`config.mk`:
```
export PLATFORM = sky130hd
export DESIGN_NAME = opb_adc083000ctrl
export DESIGN_NICKNAME = d
export VERILOG_FILES = /design/src/source/adc_ctrl_pkg.sv /design/src/source/adc_sclk_gen.sv /design/src/source/adc_spi_shifter.sv /design/src/source/adc_serial_ctrl.sv /design/src/source/opb_adc_regs.sv /design/src/source/opb_adc083000ctrl.sv
export VERILOG_INCLUDE_DIRS = /design/src /design/src/source
export SDC_FILE = /design/constraint.sdc
export NUM_CORES = 1
export LEC_CHECK = 0
export ABC_CLOCK_PERIOD_IN_PS = 4100
export BUFFER_PORTS_ARGS = -buffer_cell sky130_fd_sc_hd__buf_2
export CORE_ASPECT_RATIO = 1.75
export CORE_MARGIN = 2
export CORE_UTILIZATION = 50
export DETAILED_ROUTE_END_ITERATION = 16
export PLACE_DENSITY = 0.82
export SETUP_SLACK_MARGIN = 0.15
export SYNTH_ARGS = -nofsm -noshare
export SYNTH_HDL_FRONTEND = slang
export SYNTH_HIERARCHICAL = 1
export SYNTH_SLANG_ARGS = --single-unit
```
`constraint.sdc`:
```
create_clock -name sys_clk -period 4.1 [get_ports sys_clk]
set_input_delay 1.025 -clock sys_clk [delete_from_list [all_inputs] [get_ports sys_clk]]
set_output_delay 1.025 -clock sys_clk [all_outputs]
set_load 0.01 [all_outputs]
```
`src/source/adc_ctrl_params.svh`:
```
`ifndef ADC_CTRL_PARAMS_SVH
`define ADC_CTRL_PARAMS_SVH

// serial clock half period is 2**this sys_clk cycles
// default 3 gives sclk = sys_clk / 16
`define ADC_SCLK_DIV_LOG2 3

// bits per control frame, shifted msb first
// reg_addr and reg_data take the low 20, header the rest
`define ADC_FRAME_BITS 32

`endif

```
`src/source/adc_ctrl_pkg.sv`:
```
`include "adc_ctrl_params.svh"

package adc_ctrl_pkg;

	// decoded view of a control frame
	// header sits on top so it goes out first
	typedef struct packed {
		logic [`ADC_FRAME_BITS-21:0] header;
		logic [3:0]                  reg_addr;
		logic [15:0]                 reg_data;
	} adc_frame_fields_t;

	// one frame word, seen raw by the shifter, by field from software
	typedef union packed {
		logic [`ADC_FRAME_BITS-1:0] raw;
		adc_frame_fields_t          fields;
	} adc_frame_u;

	// processor write, one beat per cycle
	typedef struct packed {
		logic        we;
		logic [1:0]  addr;
		logic [31:0] wdata;
	} bus_req_t;

	// job for the sequencer
	// sel bit 0 is converter 0, bit 1 is converter 1
	typedef struct packed {
		logic [1:0] sel;
		adc_frame_u frame;
	} adc_work_t;

	// sequencer states
	typedef enum logic [2:0] {
		st_idle,
		st_chip_sel,
		st_shift,
		st_release,
		st_wait_req_low
	} ctrl_state_e;

endpackage

```
`src/source/adc_sclk_gen.sv`:
```
`timescale 1ns/1ps
`include "adc_ctrl_params.svh"

module adc_sclk_gen (
	input  logic sys_clk,
	input  logic rst_n,
	output logic sclk,
	output logic sclk_rise,
	output logic sclk_fall
);

	// one bit above the half period count
	localparam int cnt_w = `ADC_SCLK_DIV_LOG2 + 1;

	logic [cnt_w-1:0] div_cnt;
	logic             half_end;

	// free running, never stopped by a transfer
	always_ff @(posedge sys_clk or negedge rst_n) begin
		if (!rst_n) begin
			div_cnt <= '0;
		end else begin
			div_cnt <= div_cnt + 1'b1;
		end
	end

	// top bit is the serial clock, low after reset
	assign sclk = div_cnt[cnt_w-1];

	// low bits all ones, top bit flips on the next edge
	assign half_end = &div_cnt[cnt_w-2:0];

	// strobes lead the sclk edge by one sys_clk cycle
	assign sclk_rise = half_end && !sclk;
	assign sclk_fall = half_end && sclk;

endmodule

```
`src/source/adc_spi_shifter.sv`:
```
`timescale 1ns/1ps
`include "adc_ctrl_params.svh"

module adc_spi_shifter
	import adc_ctrl_pkg::*;
(
	input  logic       sys_clk,
	input  logic       rst_n,
	input  logic       load,
	input  adc_frame_u frame,
	input  logic       shift_en,
	output logic       sdata,
	output logic       last_bit
);

	localparam int               cnt_w    = $clog2(`ADC_FRAME_BITS);
	localparam logic [cnt_w-1:0] last_idx = cnt_w'(`ADC_FRAME_BITS - 1);

	logic [`ADC_FRAME_BITS-1:0] shift_q;
	logic [cnt_w-1:0]           bit_cnt;

	// frame bits, current bit always at the top
	always_ff @(posedge sys_clk) begin
		if (load) begin
			shift_q <= frame.raw;
		end else if (shift_en) begin
			shift_q <= {shift_q[`ADC_FRAME_BITS-2:0], 1'b0};
		end
	end

	// index of the bit on sdata, counts down to 0
	always_ff @(posedge sys_clk or negedge rst_n) begin
		if (!rst_n) begin
			bit_cnt <= '0;
		end else if (load) begin
			bit_cnt <= last_idx;
		end else if (shift_en && (bit_cnt != '0)) begin
			bit_cnt <= bit_cnt - 1'b1;
		end
	end

	// msb first
	assign sdata    = shift_q[`ADC_FRAME_BITS-1];
	// bit 0 showing
	assign last_bit = (bit_cnt == '0);

endmodule

```
`src/source/adc_serial_ctrl.sv`:
```
`timescale 1ns/1ps

module adc_serial_ctrl
	import adc_ctrl_pkg::*;
(
	input  logic       sys_clk,
	input  logic       rst_n,
	input  adc_work_t  work,
	input  logic       work_req,
	output logic       work_ack,
	input  logic       sclk_fall,
	output logic [1:0] not_scs,
	output logic       sdata
);

	ctrl_state_e state;
	ctrl_state_e state_nxt;
	logic        load;
	logic        shift_en;
	logic        shift_bit;
	logic        last_bit;
	logic        cs_on;

	adc_spi_shifter shifter_inst (
		.sys_clk  (sys_clk),
		.rst_n    (rst_n),
		.load     (load),
		.frame    (work.frame),
		.shift_en (shift_en),
		.sdata    (shift_bit),
		.last_bit (last_bit)
	);

	always_ff @(posedge sys_clk or negedge rst_n) begin
		if (!rst_n) begin
			state <= st_idle;
		end else begin
			state <= state_nxt;
		end
	end

	// serial steps only on sclk_fall, so outputs move with sclk going low
	// one lead-in sclk rise with cs low and sdata low before bit 31
	always_comb begin
		state_nxt = state;
		load      = 1'b0;
		shift_en  = 1'b0;
		case (state)
			st_idle: begin
				// grab the frame as cs drops
				if (sclk_fall && work_req) begin
					state_nxt = st_chip_sel;
					load      = 1'b1;
				end
			end
			st_chip_sel: begin
				// bit 31 appears on entry to shift
				if (sclk_fall) begin
					state_nxt = st_shift;
				end
			end
			st_shift: begin
				if (sclk_fall) begin
					if (last_bit) begin
						// bit 0 has had its rising edge
						state_nxt = st_release;
					end else begin
						shift_en = 1'b1;
					end
				end
			end
			st_release: begin
				// ack is up here, req drops next
				state_nxt = st_wait_req_low;
			end
			st_wait_req_low: begin
				// handshake closes on sys_clk, no sclk wait
				if (!work_req) begin
					state_nxt = st_idle;
				end
			end
			default: begin
				state_nxt = st_idle;
			end
		endcase
	end

	// cs low from chip_sel through the last bit
	assign cs_on   = (state == st_chip_sel) || (state == st_shift);
	// only the selected converters see it
	assign not_scs = ~(work.sel & {2{cs_on}});

	// line held low outside the data bits
	assign sdata = (state == st_shift) && shift_bit;

	// ack up with cs released, down once req is gone
	assign work_ack = (state == st_release) || (state == st_wait_req_low);

endmodule

```
`src/source/opb_adc_regs.sv`:
```
`timescale 1ns/1ps

module opb_adc_regs
	import adc_ctrl_pkg::*;
(
	input  logic        sys_clk,
	input  logic        rst_n,
	input  bus_req_t    bus,
	output logic [31:0] bus_rdata,
	output adc_work_t   work,
	output logic        work_req,
	input  logic        work_ack
);

	// register map
	localparam logic [1:0] addr_frame = 2'd0;
	localparam logic [1:0] addr_conf  = 2'd1;

	adc_frame_u frame_q;
	logic [1:0] sel_q;
	logic       busy;
	logic       frame_we;
	logic       conf_we;
	logic       start;

	assign frame_we = bus.we && (bus.addr == addr_frame);
	assign conf_we  = bus.we && (bus.addr == addr_conf);

	// go bit in wdata[0], dropped while busy or with no converter picked
	assign start = conf_we && bus.wdata[0] && !busy && (bus.wdata[2:1] != 2'b00);

	// frame scratch, software may rewrite it during a transfer
	always_ff @(posedge sys_clk) begin
		if (frame_we) begin
			frame_q.raw <= bus.wdata;
		end
	end

	// select bits, readable back at addr 1
	always_ff @(posedge sys_clk or negedge rst_n) begin
		if (!rst_n) begin
			sel_q <= 2'b00;
		end else if (conf_we) begin
			sel_q <= bus.wdata[2:1];
		end
	end

	// snapshot on start
	// stays put from req rise until ack fall
	always_ff @(posedge sys_clk) begin
		if (start) begin
			work.sel   <= bus.wdata[2:1];
			work.frame <= frame_q;
		end
	end

	// req side of the four-phase handshake
	always_ff @(posedge sys_clk or negedge rst_n) begin
		if (!rst_n) begin
			work_req <= 1'b0;
			busy     <= 1'b0;
		end else begin
			if (start) begin
				work_req <= 1'b1;
				busy     <= 1'b1;
			end else if (work_req && work_ack) begin
				// frame out, cs released
				work_req <= 1'b0;
			end else if (busy && !work_req && !work_ack) begin
				// ack back low, handshake closed
				busy <= 1'b0;
			end
		end
	end

	// read mux, straight from the address
	always_comb begin
		case (bus.addr)
			addr_frame: bus_rdata = frame_q.raw;
			addr_conf:  bus_rdata = {29'd0, sel_q, busy};
			default:    bus_rdata = 32'd0;
		endcase
	end

endmodule

```
`src/source/opb_adc083000ctrl.sv`:
```
`timescale 1ns/1ps

module opb_adc083000ctrl
	import adc_ctrl_pkg::*;
(
	input  logic        sys_clk,
	input  logic        rst_n,
	input  bus_req_t    bus,
	output logic [31:0] bus_rdata,
	output logic        adc0_not_scs,
	output logic        adc0_sclk,
	output logic        adc0_sdata,
	output logic        adc1_not_scs,
	output logic        adc1_sclk,
	output logic        adc1_sdata
);

	adc_work_t  work;
	logic       work_req;
	logic       work_ack;
	logic       sclk;
	logic       sclk_fall;
	logic [1:0] not_scs;
	logic       sdata;

	// software side, holds frame and select, owns req
	opb_adc_regs regs_inst (
		.sys_clk   (sys_clk),
		.rst_n     (rst_n),
		.bus       (bus),
		.bus_rdata (bus_rdata),
		.work      (work),
		.work_req  (work_req),
		.work_ack  (work_ack)
	);

	// converters sample on the rising edge, nothing here needs that strobe
	adc_sclk_gen sclk_gen_inst (
		.sys_clk   (sys_clk),
		.rst_n     (rst_n),
		.sclk      (sclk),
		.sclk_rise (),
		.sclk_fall (sclk_fall)
	);

	// cs and data sequencing, ack side
	adc_serial_ctrl serial_ctrl_inst (
		.sys_clk   (sys_clk),
		.rst_n     (rst_n),
		.work      (work),
		.work_req  (work_req),
		.work_ack  (work_ack),
		.sclk_fall (sclk_fall),
		.not_scs   (not_scs),
		.sdata     (sdata)
	);

	// clock and data shared, one cs per converter
	assign adc0_sclk    = sclk;
	assign adc1_sclk    = sclk;
	assign adc0_sdata   = sdata;
	assign adc1_sdata   = sdata;
	assign adc0_not_scs = not_scs[0];
	assign adc1_not_scs = not_scs[1];

endmodule

```
======== Word-level counts from Yosys, hierarchy flattened ========
Index checks and enable logic that the tools add are counted.
storage, ports and cells
  word-level logic and storage cells ...... 75
  bits in registers ....................... 114
  input port bits ......................... 37
cells by class
  reduce and logical (&&, ||, !) cells .... 29
  mux-type cells .......................... 21
  add/subtract/negate cells ............... 2
  equality and inequality tests ........... 11
  bitwise operators ....................... 2
operator list
  kind                                                                    number
  32-bit 2-to-1 mux                                                       2
  32-bit case mux with 2 select lines                                     1
  3-bit 2-to-1 mux                                                        5
  3-bit case mux with 5 select lines                                      1
  1-bit logical AND                                                       12
  1-bit 2-to-1 mux                                                        10
  5-bit 2-to-1 mux                                                        2
  2-bit by 1-bit != test with 1-bit output (second input constant)        5
  2-bit nonzero test                                                      5
  3-bit by 2-bit equality test with 1-bit output (second input constant)  2
  5-bit logical NOT                                                       1
  5-bit AND reduction                                                     1
  5-bit nonzero test                                                      1
  5-bit by 1-bit subtractor with 5-bit output (second input constant)     1
  4-bit by 1-bit adder with 4-bit output (second input constant)          1
  3-bit by 1-bit equality test with 1-bit output (second input constant)  1
  3-bit equality test (second input constant)                             1
  1-bit logical NOT                                                       3
  3-bit logical NOT                                                       1
  3-bit AND reduction                                                     1
  2-bit AND                                                               1
  2-bit by 1-bit equality test with 1-bit output (second input constant)  1
  2-bit logical NOT                                                       1
  1-bit logical OR                                                        2
  other kinds (3)                                                         3

======== Longest topological paths before layout ========
  depth in word-level cells ............... 7
  depth in mapped cells ................... 7

======== Hierarchy ========
Netlist, hierarchy kept.
modules (own cells, without submodules)
  module             cells each  area an instance (sq um)  instances
  opb_adc_regs       121         2,442.3                   1
  adc_spi_shifter    93          1,611.5                   1
  adc_serial_ctrl    23          226.5                     1
  adc_sclk_gen       11          155.1                     1
  opb_adc083000ctrl  2           15.0                      1

======== Worst setup path before layout ========
Ideal clock, no wire load.
  kind .................................... input to register
  start ................................... in bus[32] in the netlist's numbering
  end ..................................... reg, netlist name regs_inst/work[0]
  setup slack ............................. -54 ps
  buffers on the path ..................... 1
  arrival time ............................ 3,687 ps
  cell stages on the path ................. 3
  path through ............................ buf_4 -> nand3b_4 -> nor3_1
between the ends
  word-level cells in the longest chain between the ends .. 5
RTL lines
  item                                            line                    source
  start: declaration                              opb_adc083000ctrl.sv:8  input bus_req_t bus,
  2-bit by 1-bit equality test with 1-bit output  opb_adc_regs.sv:27      assign conf_we = bus.we && (bus.addr == addr_conf);
  1-bit logical AND                               opb_adc_regs.sv:27
  1-bit logical AND (3 in a row)                  opb_adc_regs.sv:30      assign start = conf_we && bus.wdata[0] && !busy && (bus.wdata[2:1] != 2'b00);
  net regs_inst.start                             opb_adc_regs.sv:24      logic start;
The timed path passes the listed nets, and every way through them passes these cells.
A chain may end at the register's enable or synchronous reset.

======== Final worst setup path ========
  start ................................... in bus[32] in the netlist's numbering
  end ..................................... out bus_rdata[6]
between the ends
  word-level cells in the longest chain between the ends .. 2
  elaborated cells on any way between the ends .. 3
RTL lines
  item                                                                                        line                    source
  2-bit by 1-bit equality test with 1-bit output / 2-bit logical NOT (equally long branches)  opb_adc_regs.sv:78      case (bus.addr)
  32-bit case mux with 2 select lines (*)                                                     opb_adc_regs.sv:78
  end: declaration                                                                            opb_adc083000ctrl.sv:9  output logic [31:0] bus_rdata,
Mark *: on every way between the ends. The rest lies on a longest branch, timed or not.

==> impl_metrics.py <==
metrics = {
    "cells_and_area": {
        "seqCellArea_um2": 3340,
        "area_delta_synth_final_pct": 24.1,
        "fillers": 667,
        "final_nets": 375,
        "drive_gt1_share_pct": 33.3,
        "n_antenna_cell": 0,
        "multi_input_area_um2": 1030,
    },
    "timing": {
        "setup_tns_ns": 0,
        "slew_headroom_pct": 52.2,
        "clock.fmax_mhz": 329,
        "skew_ns": 0.0114,
        "fin_crit_ns": 3.04,
        "final-hold-violation-count": 0,
        "tightestPinTransition_ns": 0.717,
        "rsz0062_at_grt": "false",
        "finalSetupViolCount": 0,
        "drv_slew": 0,
        "period_share_pct": 74.1,
    },
    "setup_path": {
        "critical_path.top_delay_family": "simple AND/OR/NAND/NOR gates",
        "end_kind": "output pin",
        "crit_type": "in -> out",
        "slowest_delay_ns": 0.46,
        "cp-start-kind": "input port",
        "worst_ep_arrival_time_ns": 2.01,
        "cp_num_buf_inv": 2,
        "cpMostUsedCell": "buf_2",
        "required_ns": 3.07,
        "path_max_fanout": 30,
        "crit_slowest_cell": "nor2_4",
        "path_cells": "buf_2, nor2_4, and2_1, buf_2",
    },
    "route": {
        "routed.top_layer": "met4",
        "wl_met1_um": 2990,
        "drt_iter0_markers": 69,
        "wl_met3_um": 343,
        "routed_wl_um": 7670,
        "dr.pass1.iters": 6,
        "vias": 2347,
        "drc_errors": 0,
        "wl_per_cell_um": 16.5,
        "viasPerCell": 5.05,
        "final_antenna_net_count": 0,
        "wl_met2_um": 4200,
    },
    "global_route": {
        "grt_overflow": 0,
        "grt_pass1_wl_um": 12100,
        "grt_use_total_pct": 17.7,
        "grt_start_max_net_pins": 40,
        "grt_pass1_vias": 2453,
        "antenna_found_initial": 0,
    },
    "status": {
        "status": "completed",
    },
    "pwr": {
        "ir_drop_uv": 381,
        "powerDensity_nw_per_um2": 496,
        "leakage_nw": 2.15,
        "power_mw": 2.74,
    },
    "clock_tree": {
        "cts_buffers": 17,
        "cts_hold_buf": 0,
        "cts_tree": "done",
        "path_clk_slew_ns": 0.05,
        "post-cts-setup-buffers": 0,
        "clockRootBuffer": "clkbuf_16",
        "cts_resized": 0,
        "clkLatencyLatePin_ns": 0.40,
        "h-tree-depth": 4,
        "ctsLongestPathBuffers": 2,
        "numClockSinks": 114,
    },
    "synthesis": {
        "synth_nets": 289,
        "syn_area_um2": 4440,
        "syn_area_per_cell_um2": 17.8,
        "ys_warn_count": 6,
        "postSynthCellCount": 249,
    },
    "floorplanning": {
        "die_w_um": 75.3,
        "initial_core_util_pct": 51.3,
        "die_area_um2": 9690,
        "core_area_um2": 8670,
        "die_h_um": 129,
        "placementRows": 45,
        "ios": 75,
    },
    "run": {
        "maxCapViolations": 0,
    },
    "placed_design": {
        "place_hpwl_um": 4970,
        "gp_routability_congestion": 0.769,
        "numPortBuffers": 74,
    },
    "min_path": {
        "min_path_type": "reg -> reg",
    },
}
sequential cells by signal (all words and copies together), names as in the netlist:
| name | cells |
|---|---|
| regs_inst/work | 34 |
| regs_inst/frame_q | 32 |
| serial_ctrl_inst/shifter_inst/shift_q | 32 |
| serial_ctrl_inst/shifter_inst/bit_cnt | 5 |
| sclk_gen_inst/div_cnt | 4 |
| serial_ctrl_inst/state | 3 |
| regs_inst/sel_q | 2 |
| regs_inst/busy | 1 |
| regs_inst/work_req | 1 |
placed cells by master, fill, tap and decap left out, types with 4 or more instances in the layout:
master,n
clkbuf_1,4
mux2i_1,5
mux2_1,31
clkbuf_8,6
edfxtp_1,98
nor2_1,8
inv_1,4
buf_2,74
nand2b_1,4
buf_4,5
and2_1,32
nand3b_1,4
clkbuf_16,17
dfrtp_1,16
stage by stage:
step	hold slack [ns]	cells	setup WS, ns	cell area, µm²	utilization (%)
detailed placement	0.426	433	1.05	4940	57.0
floorplan	0.417	249	0.979	4450	-
finish	0.436	465	1.06	5520	63.6
CTS	0.439	465	1.03	5520	63.6
global route	0.446	465	0.943	5520	63.6
global placement	0.423	433	1.08	4940	57.0
routing by layer:
metal | global-route usage [%] | up-vias
met5 | 0 | -
met4 | 8.36 | 0
met3 | 5.95 | 10
met2 | 28.8 | 58
met1 | 20.9 | 1181
li1 | - | 1098
where the power goes:
part           switching [mW]  internal (mW)
clock network           0.451          0.923
logic                  0.0393         0.0355
registers             0.00985           1.28
worst register-to-register path, cell delays in order (launching register included):
cell,delay (ns)
dfrtp_1,0.37
ha_1,0.17
ha_1,0.13
and2_1,0.19
nor4b_2,0.25
or2_1,0.61
buf_4,0.39
final timing paths:
check                           depth (start not counted)                startpoint  slack [ns]                                        end
worst max-delay path                                    4                   bus[32]        1.06                               bus_rdata[6]
worst min-delay path                                    0     regs_inst/frame_q[12]        0.44                         regs_inst/work[12]
worst max register to register                          6  sclk_gen_inst/div_cnt[0]        1.67  serial_ctrl_inst/shifter_inst/shift_q[29]
worst min register to register                          0     regs_inst/frame_q[12]        0.44                         regs_inst/work[12]
max in group asynchronous                               1                     rst_n        3.28   serial_ctrl_inst/shifter_inst/bit_cnt[1]
min in group asynchronous                               1                     rst_n        0.54   serial_ctrl_inst/shifter_inst/bit_cnt[2]
layout make-up:
class,count,share of cell area [%]
Tap cell,117,2.65
Timing Repair Buffer,79,7.40
Clock inverter,5,0.885
Clock buffer,27,9.48
Multi-Input combinational cell,119,18.7
Sequential cell,114,60.6
Inverter,4,0.272
Power figures use the tool's default switching activity.
